$ cat src/rvmem_consts.svh
// rvmem shared constants
// data and address widths, timer register addresses, size and AXI encodings

`ifndef RVMEM_CONSTS_SVH
`define RVMEM_CONSTS_SVH

`define XLEN          64
`define ADDR_W        64
`define FETCH_W       32

// memory-mapped timer registers
`define MTIME_ADDR    64'h0000_0000_0200_bff8
`define MTIMECMP_ADDR 64'h0000_0000_0200_4000

// access size codes where bytes = 1 << size
`define SIZE_B        2'd0
`define SIZE_H        2'd1
`define SIZE_W        2'd2
`define SIZE_D        2'd3

`define AXI_SIZE_W    3
`define AXI_STRB_W    (`XLEN / 8)
// single-beat INCR with id 0 as assumed by the slave side
`define AXI_LEN_SINGLE 8'd0
`define AXI_BURST_INCR 2'b01

`endif
$ cat src/rvmem_pkg.sv
// rvmem types
// request and AXI channel payload structs shared by the memory path

`include "rvmem_consts.svh"

package rvmem_pkg;

  // one memory access from a requester
  typedef struct packed {
    logic [`ADDR_W-1:0] addr;
    logic [`XLEN-1:0]   wdata;
    logic [1:0]         size;
    logic               wen;
  } mem_req_t;

  typedef struct packed {
    logic [`ADDR_W-1:0]     addr;
    logic [`AXI_SIZE_W-1:0] size;
  } axi_aw_t;

  typedef struct packed {
    logic [`XLEN-1:0]       data;
    logic [`AXI_STRB_W-1:0] strb;
    logic                   last;
  } axi_w_t;

  typedef struct packed {
    logic [`ADDR_W-1:0]     addr;
    logic [`AXI_SIZE_W-1:0] size;
  } axi_ar_t;

  // no resp field since the master ignores the response code
  typedef struct packed {
    logic [`XLEN-1:0] data;
    logic             last;
  } axi_r_t;

endpackage

$ cat src/rvmem_top.sv
// memory subsystem top
// fetch and load/store ports through the arbiter to the timer and AXI master

`include "rvmem_consts.svh"

module rvmem_top import rvmem_pkg::*; (
  input  logic                clk,
  input  logic                rst_n,

  input  mem_req_t            i_ifu_req,
  input  logic                i_ifu_valid,
  output logic                o_ifu_ready,
  output logic [`FETCH_W-1:0] o_ifu_rdata,

  input  mem_req_t            i_lsu_req,
  input  logic                i_lsu_valid,
  output logic                o_lsu_ready,
  output logic [`XLEN-1:0]    o_lsu_rdata,

  output axi_aw_t             o_aw,
  output logic                o_aw_valid,
  input  logic                i_aw_ready,
  output axi_w_t              o_w,
  output logic                o_w_valid,
  input  logic                i_w_ready,
  input  logic                i_b_valid,
  output logic                o_b_ready,
  output axi_ar_t             o_ar,
  output logic                o_ar_valid,
  input  logic                i_ar_ready,
  input  axi_r_t              i_r,
  input  logic                i_r_valid,
  output logic                o_r_ready,

  output logic                o_timer_irq
);

  mem_req_t         tmr_req;
  logic             tmr_valid;
  logic [`XLEN-1:0] tmr_rdata;
  mem_req_t         ram_req;
  logic             ram_valid;
  logic             ram_ready;
  logic [`XLEN-1:0] ram_rdata;

  mem_arbiter mem_arbiter_inst (
    .clk         (clk),
    .rst_n       (rst_n),
    .i_ifu_req   (i_ifu_req),
    .i_ifu_valid (i_ifu_valid),
    .o_ifu_ready (o_ifu_ready),
    .o_ifu_rdata (o_ifu_rdata),
    .i_lsu_req   (i_lsu_req),
    .i_lsu_valid (i_lsu_valid),
    .o_lsu_ready (o_lsu_ready),
    .o_lsu_rdata (o_lsu_rdata),
    .o_tmr_req   (tmr_req),
    .o_tmr_valid (tmr_valid),
    .i_tmr_rdata (tmr_rdata),
    .o_ram_req   (ram_req),
    .o_ram_valid (ram_valid),
    .i_ram_ready (ram_ready),
    .i_ram_rdata (ram_rdata)
  );

  clint_timer clint_timer_inst (
    .clk     (clk),
    .rst_n   (rst_n),
    .i_req   (tmr_req),
    .i_valid (tmr_valid),
    .o_rdata (tmr_rdata),
    .o_irq   (o_timer_irq)
  );

  axi_rw_bridge axi_rw_bridge_inst (
    .clk        (clk),
    .rst_n      (rst_n),
    .i_req      (ram_req),
    .i_valid    (ram_valid),
    .o_ready    (ram_ready),
    .o_rdata    (ram_rdata),
    .o_aw       (o_aw),
    .o_aw_valid (o_aw_valid),
    .i_aw_ready (i_aw_ready),
    .o_w        (o_w),
    .o_w_valid  (o_w_valid),
    .i_w_ready  (i_w_ready),
    .i_b_valid  (i_b_valid),
    .o_b_ready  (o_b_ready),
    .o_ar       (o_ar),
    .o_ar_valid (o_ar_valid),
    .i_ar_ready (i_ar_ready),
    .i_r        (i_r),
    .i_r_valid  (i_r_valid),
    .o_r_ready  (o_r_ready)
  );

endmodule

$ cat src/axi_rw_bridge.sv
// read/write to AXI master bridge
// single-beat transfers, byte-lane alignment and write strobes from size

`include "rvmem_consts.svh"

module axi_rw_bridge import rvmem_pkg::*; (
  input  logic             clk,
  input  logic             rst_n,

  input  mem_req_t         i_req,
  input  logic             i_valid,
  output logic             o_ready,
  output logic [`XLEN-1:0] o_rdata,

  output axi_aw_t          o_aw,
  output logic             o_aw_valid,
  input  logic             i_aw_ready,

  output axi_w_t           o_w,
  output logic             o_w_valid,
  input  logic             i_w_ready,

  input  logic             i_b_valid,
  output logic             o_b_ready,

  output axi_ar_t          o_ar,
  output logic             o_ar_valid,
  input  logic             i_ar_ready,

  input  axi_r_t           i_r,
  input  logic             i_r_valid,
  output logic             o_r_ready
);

  localparam logic [1:0] S_IDLE = 2'd0;
  localparam logic [1:0] S_ADDR = 2'd1;
  localparam logic [1:0] S_DATA = 2'd2;
  localparam logic [1:0] S_RESP = 2'd3;

  logic [1:0]             state;
  logic                   aw_done;
  logic                   w_done;
  logic [2:0]             off;
  logic [`AXI_STRB_W-1:0] size_mask;
  logic [`XLEN-1:0]       data_mask;
  logic                   aw_hs;
  logic                   w_hs;
  logic                   ar_hs;
  logic                   r_hs;
  logic                   b_hs;

  assign off = i_req.addr[2:0];

  always_comb begin
    case (i_req.size)
      `SIZE_B: size_mask = 8'h01;
      `SIZE_H: size_mask = 8'h03;
      `SIZE_W: size_mask = 8'h0f;
      default: size_mask = 8'hff;
    endcase
  end

  // byte mask expanded to bits, used on read data
  always_comb begin
    for (int i = 0; i < `AXI_STRB_W; i++) begin
      data_mask[i*8 +: 8] = {8{size_mask[i]}};
    end
  end

  always_comb begin
    o_aw.addr = i_req.addr;
    o_aw.size = {1'b0, i_req.size};
    o_ar.addr = i_req.addr;
    o_ar.size = {1'b0, i_req.size};
    o_w.data  = i_req.wdata << {off, 3'b000};
    o_w.strb  = size_mask << off;
    o_w.last  = 1'b1;
  end

  assign o_ar_valid = (state == S_ADDR) && !i_req.wen;
  assign o_aw_valid = (state == S_ADDR) && i_req.wen && !aw_done;
  assign o_w_valid  = (state == S_ADDR) && i_req.wen && !w_done;
  assign o_r_ready  = (state == S_DATA);
  assign o_b_ready  = (state == S_RESP);

  assign aw_hs = o_aw_valid && i_aw_ready;
  assign w_hs  = o_w_valid && i_w_ready;
  assign ar_hs = o_ar_valid && i_ar_ready;
  assign r_hs  = i_r_valid && o_r_ready;
  assign b_hs  = i_b_valid && o_b_ready;

  always_ff @(posedge clk) begin
    if (!rst_n) begin
      state   <= S_IDLE;
      aw_done <= 1'b0;
      w_done  <= 1'b0;
      o_ready <= 1'b0;
    end else begin
      o_ready <= 1'b0;
      case (state)
        S_IDLE: begin
          // valid is still up in the ready cycle, skip it
          if (i_valid && !o_ready) begin
            state <= S_ADDR;
          end
        end
        S_ADDR: begin
          if (i_req.wen) begin
            if (aw_hs) begin
              aw_done <= 1'b1;
            end
            if (w_hs) begin
              w_done <= 1'b1;
            end
            if ((aw_done || aw_hs) && (w_done || w_hs)) begin
              state   <= S_RESP;
              aw_done <= 1'b0;
              w_done  <= 1'b0;
            end
          end else if (ar_hs) begin
            state <= S_DATA;
          end
        end
        S_DATA: begin
          if (r_hs) begin
            state   <= S_IDLE;
            o_ready <= 1'b1;
          end
        end
        default: begin
          if (b_hs) begin
            state   <= S_IDLE;
            o_ready <= 1'b1;
          end
        end
      endcase
    end
  end

  // lane shifted down to bit 0, then cut to the access size
  always_ff @(posedge clk) begin
    if (r_hs) begin
      o_rdata <= (i_r.data >> {off, 3'b000}) & data_mask;
    end
  end

endmodule

$ cat src/clint_timer.sv
// machine timer
// memory-mapped mtime and mtimecmp with a registered timer interrupt

`include "rvmem_consts.svh"

module clint_timer import rvmem_pkg::*; (
  input  logic             clk,
  input  logic             rst_n,
  input  mem_req_t         i_req,
  input  logic             i_valid,
  output logic [`XLEN-1:0] o_rdata,
  output logic             o_irq
);

  logic [`XLEN-1:0] mtime;
  logic [`XLEN-1:0] mtimecmp;
  logic             sel_mtime;
  logic             sel_mtimecmp;
  logic             wr;

  assign sel_mtime    = (i_req.addr == `MTIME_ADDR);
  assign sel_mtimecmp = (i_req.addr == `MTIMECMP_ADDR);
  assign wr           = i_valid && i_req.wen;

  always_comb begin
    o_rdata = '0;
    if (sel_mtime) begin
      o_rdata = mtime;
    end else if (sel_mtimecmp) begin
      o_rdata = mtimecmp;
    end
  end

  always_ff @(posedge clk) begin
    if (!rst_n) begin
      mtime    <= '0;
      mtimecmp <= '1;
      o_irq    <= 1'b0;
    end else begin
      // a write to mtime replaces this cycle's increment
      if (wr && sel_mtime) begin
        mtime <= i_req.wdata;
      end else begin
        mtime <= mtime + 1'b1;
      end
      if (wr && sel_mtimecmp) begin
        mtimecmp <= i_req.wdata;
      end
      o_irq <= (mtime >= mtimecmp);
    end
  end

endmodule

$ cat src/mem_arbiter.sv
// memory arbiter
// shares one memory path between fetch and load/store, load/store first,
// and routes the granted access to the timer or to the AXI bridge

`include "rvmem_consts.svh"

module mem_arbiter import rvmem_pkg::*; (
  input  logic                clk,
  input  logic                rst_n,

  input  mem_req_t            i_ifu_req,
  input  logic                i_ifu_valid,
  output logic                o_ifu_ready,
  output logic [`FETCH_W-1:0] o_ifu_rdata,

  input  mem_req_t            i_lsu_req,
  input  logic                i_lsu_valid,
  output logic                o_lsu_ready,
  output logic [`XLEN-1:0]    o_lsu_rdata,

  output mem_req_t            o_tmr_req,
  output logic                o_tmr_valid,
  input  logic [`XLEN-1:0]    i_tmr_rdata,

  output mem_req_t            o_ram_req,
  output logic                o_ram_valid,
  input  logic                i_ram_ready,
  input  logic [`XLEN-1:0]    i_ram_rdata
);

  localparam logic [1:0] OWN_NONE = 2'd0;
  localparam logic [1:0] OWN_IFU  = 2'd1;
  localparam logic [1:0] OWN_LSU  = 2'd2;

  logic [1:0]       owner;
  logic             to_tmr;
  logic             tmr_rsp;
  logic [`XLEN-1:0] tmr_rdata_q;
  mem_req_t         ifu_dw_req;
  mem_req_t         win_req;
  mem_req_t         cur_req;
  logic             is_tmr_addr;
  logic             done;
  logic [`XLEN-1:0] rsp_data;

  // fetch goes out as an aligned doubleword read, word picked on return
  always_comb begin
    ifu_dw_req      = i_ifu_req;
    ifu_dw_req.addr = {i_ifu_req.addr[`ADDR_W-1:3], 3'b000};
    ifu_dw_req.size = `SIZE_D;
    ifu_dw_req.wen  = 1'b0;
  end

  assign win_req     = i_lsu_valid ? i_lsu_req : ifu_dw_req;
  assign is_tmr_addr = (win_req.addr == `MTIME_ADDR) || (win_req.addr == `MTIMECMP_ADDR);

  assign cur_req = (owner == OWN_LSU) ? i_lsu_req : ifu_dw_req;

  assign o_tmr_req   = cur_req;
  assign o_tmr_valid = (owner != OWN_NONE) && to_tmr && !tmr_rsp;
  assign o_ram_req   = cur_req;
  assign o_ram_valid = (owner != OWN_NONE) && !to_tmr;

  assign done     = to_tmr ? tmr_rsp : i_ram_ready;
  assign rsp_data = to_tmr ? tmr_rdata_q : i_ram_rdata;

  assign o_lsu_ready = (owner == OWN_LSU) && done;
  assign o_ifu_ready = (owner == OWN_IFU) && done;
  assign o_lsu_rdata = rsp_data;
  assign o_ifu_rdata = i_ifu_req.addr[2] ? rsp_data[`FETCH_W +: `FETCH_W]
                                         : rsp_data[`FETCH_W-1:0];

  always_ff @(posedge clk) begin
    if (!rst_n) begin
      owner   <= OWN_NONE;
      to_tmr  <= 1'b0;
      tmr_rsp <= 1'b0;
    end else if (owner == OWN_NONE) begin
      if (i_lsu_valid) begin
        owner <= OWN_LSU;
      end else if (i_ifu_valid) begin
        owner <= OWN_IFU;
      end
      to_tmr <= is_tmr_addr;
    end else if (done) begin
      owner   <= OWN_NONE;
      tmr_rsp <= 1'b0;
    end else if (to_tmr) begin
      // timer answers one cycle after it is selected
      tmr_rsp <= 1'b1;
    end
  end

  always_ff @(posedge clk) begin
    if (o_tmr_valid) begin
      tmr_rdata_q <= i_tmr_rdata;
    end
  end

endmodule

$ cat config.mk
export PLATFORM = sky130hd
export DESIGN_NAME = rvmem_top
export DESIGN_NICKNAME = d
export VERILOG_FILES = /design/src/rvmem_pkg.sv /design/src/rvmem_top.sv /design/src/axi_rw_bridge.sv /design/src/clint_timer.sv /design/src/mem_arbiter.sv
export VERILOG_INCLUDE_DIRS = /design/src
export SDC_FILE = /design/constraint.sdc
export NUM_CORES = 1
export LEC_CHECK = 0
export BUFFER_PORTS_ARGS = -buffer_cell sky130_fd_sc_hd__buf_2
export CAP_MARGIN = 20
export CORE_AREA = 3 3 254 256
export DETAILED_ROUTE_END_ITERATION = 12
export DIE_AREA = 0 0 257 259
export SYNTH_ARGS = -nofsm -noshare
export SYNTH_HDL_FRONTEND = slang
export SYNTH_SLANG_ARGS = --single-unit
$ cat constraint.sdc
create_clock -name clk -period 6 [get_ports clk]
set_input_delay 0.3 -clock clk [delete_from_list [all_inputs] [get_ports clk]]
set_output_delay 0.3 -clock clk [all_outputs]
set_load 0.02 [all_outputs]
==> results.cfg <==
[sta]
slew_headroom_pct = 26.1
tns_ns = 0
worst_pin_slew_ns = 1.11
finalMaxSlewViolations = 0
fin_skew_ns = 0.0143
rsz0062_at_grt = false
layout_worst_path_cycle_share_pct = 75.0
finalHoldViolations = 0
setup_viol = 0
period_needed_ns = 4.50
fmaxAchievable_ghz = 0.222

[logic_synthesis]
seq_area_frac_synth_pct = 32.1
synthFlopType = dfxtp_1
synth.avg_cell_area_um2 = 7.84
synthCells = 2622
ys_async_sr_fraction_pct = 0
synth_edf_count = 128
yosysMostFrequentCell = nand2_1
yosys_warnings = 0
ys_top_cells_by_area = edfxtp_1 (19%), dfxtp_1 (13%), nand2_1 (10%)
synth_top_cell_area_share_pct = 18.7
syn-cell-area_um2 = 20600
yosys-top-cells-count = nand2_1 (574), nor2_1 (243), a21oi_1 (153)
yosysTopAreaCell = edfxtp_1
ys_types = 69
ys_seq_elements = 266

[power]
p_total_w = 0.00566
vdd_ir_drop_max_uv = 223
leakage_nw = 11.4
power.density_nw_per_um2 = 231

[clock_tree]
worst_skew_pair.late_latency_ns = 0.58
cts_buffers = 31
clk_pin_slew_ns = 0.06
clock-sinks = 266
cts_setup_buffers = 0
root_buffer = clkbuf_16
cts_hold_buf = 5
ctsHtreeMaxLevel = 1
post_cts_resized = 0
ctsLongestPathBuffers = 3
tritoncts = done

[worst_setup_path]
worst_r2r_path_depth = 8
worstSetupPathType = reg -> out
critPathMaxStageDelay_ns = 0.79
path_max_fanout = 71
crit_family = buffers and inverters
startpoint_type = flip-flop
path_cells = nor2b_4 > nand2_2 > buf_4 > inv_4 > buf_4 > nand2_1 > a21oi_1 > a211oi_1 > a21oi_1 > buf_2
worst_setup_path_end_kind = primary output
rr_endpoint = axi_rw_bridge_inst.o_rdata[1]
critPathSlowestCell = buf_4
cp_data_required_time_ns = 5.70
crit_buf_inv = 4
cp.arrival_ns = 4.20
reg2reg_slack_ns = 1.93
timing.rr.start = mem_arbiter_inst.owner[1]

[grt]
grt_pass1_wl_mm = 147
antenna_found_initial = 11
grt_pass1_vias = 20000
grt_max_degree = 127
grt.overflow.total = 0
grt_util_all_layers_pct = 29.9

[hold_path]
whs_endpoint = axi_rw_bridge_inst.o_ready
hold_path.class = in -> reg
min_from = i_r_valid
worstHoldPathCells = 3

[route]
m1WireLength_mm = 46.2
via_per_inst = 5.54
routed-wl-met3_mm = 11.3
wl_met2_mm = 44.5
wire_per_inst_um = 26.8
routed_wirelength_mm = 105
vias = 21600
drt_first_iter_violations = 2438
highest_layer = met5
drc = 0
first_pass_iters = 6
ant_nets = 0

[flow_run]
cap_violations = 0

[cells_and_area]
fin_nets = 3424
area_growth_syn_to_layout_pct = 19.3
drive_above_1_share_pct = 29.0
multi_input_area_um2 = 12000
final_util_pct = 39.1
nFillCells = 6655
seq_area_um2 = 6610

[placement]
hpwl_mm = 82.8
place_congestion = 0.998
place.port_buffers = 637

[floorplanning]
rows = 92
die_h_um = 259
dieArea_um2 = 66600
pin_count = 647
die_w_um = 257
initial_core_util_pct = 32.8
core_area_um2 = 62700

[status]
run_status = finished, final reports clean
[layout by cell type (no fill, tap or decap), types with 31 or more instances in the layout]
cell type    n
a21oi_1    152
mux2_2     134
nor4_1      36
mux2i_1    121
inv_1       84
o21ai_0     99
nor2_1     242
nand2_1    571
clkbuf_16   31
buf_2      637
nand3_1     61
ha_1        65
a211oi_1    57
xor2_1      31
nand4_1     39
a22oi_1     64
dfxtp_1    137
edfxtp_1   128
[kinds of logic (layout without fill, tap and decap cells)]
logic type,Yosys count,count (layout),share of synthesized area [%]
AND/OR/NAND/NOR,1099,1099,23.5
AO/OA/AOI/OAI,479,479,14.5
buffers and inverters,396,821,10.0
flip-flops,266,266,32.1
multiplexers,255,255,13.2
adder cells (fa/ha/maj),65,65,3.96
XOR/XNOR,60,60,2.56
other,2,10,0.0365
[report_power, final]
group / internal [W] / total (W) / switching (W)
clock: 0.00107 / 0.00188 / 0.000807
combinational: 0.000534 / 0.00180 / 0.00127
sequential: 0.00195 / 0.00198 / 0.0000231
total: 0.00356 / 0.00566 / 0.00210
[worst register-to-register path, stage by stage (launching register included)]
cell and delay [ns]:
dfxtp_1 0.53, nor2b_4 0.26, buf_12 0.44, nand2_4 0.45
inv_2 0.52, buf_4 0.60, mux2i_1 0.62, a21oi_1 0.19
a21o_1 0.22
[how the worst max path moves through the flow]
stage                                                  to                      start  cells past startpoint  slack (ns)
after floorplan           mem_arbiter_inst.tmr_rdata_q[0]    mem_arbiter_inst.to_tmr                      5        1.45
after global placement      axi_rw_bridge_inst.o_rdata[1]  mem_arbiter_inst.owner[1]                      8        2.00
after detailed placement    axi_rw_bridge_inst.o_rdata[1]  mem_arbiter_inst.owner[1]                      8        1.99
after CTS                                         o_w[65]  mem_arbiter_inst.owner[1]                     10        1.54
after global routing                              o_w[65]  mem_arbiter_inst.owner[1]                      9        1.24
final                                             o_w[65]  mem_arbiter_inst.owner[1]                     10        1.50
[flip-flops by register name (all words and copies together) (netlist names), 2 cells and up]
signal	count
axi_rw_bridge_inst.state	2
mem_arbiter_inst.tmr_rdata_q	64
clint_timer_inst.mtime	64
axi_rw_bridge_inst.o_rdata	64
mem_arbiter_inst.owner	2
clint_timer_inst.mtimecmp	64
[stage by stage]
| step | setup WS, ns | instances | instance area [um^2] | hold slack, ns |
|---|---|---|---|---|
| global route | 1.24 | 3897 | 24500 | 0.0595 |
| global placement | 2.00 | 3831 | 23500 | 0.475 |
| finish | 1.50 | 3901 | 24500 | 0.0264 |
| floorplan | 1.45 | 2623 | 20600 | 0.439 |
| detailed placement | 1.99 | 3831 | 23500 | 0.490 |
| CTS | 1.54 | 3894 | 24500 | 0.00502 |
[layer usage]
metal	vias to the layer above	GRT usage, %
met5	-	0
met4	4	6.93
met3	128	6.27
met2	1300	45.2
met1	10300	43.5
li1	9858	-
[area by class of cell]
cell class	count	area share [%]
multi-input cells	1961	48.9
flip-flops and latches	266	26.9
inverters	88	1.36
repair buffers	675	14.4
clock inverters	19	0.628
well taps	846	4.32
clock buffers	39	3.41
diodes	7	0.0714
No activity file was read; power rests on OpenSTA's default activity.
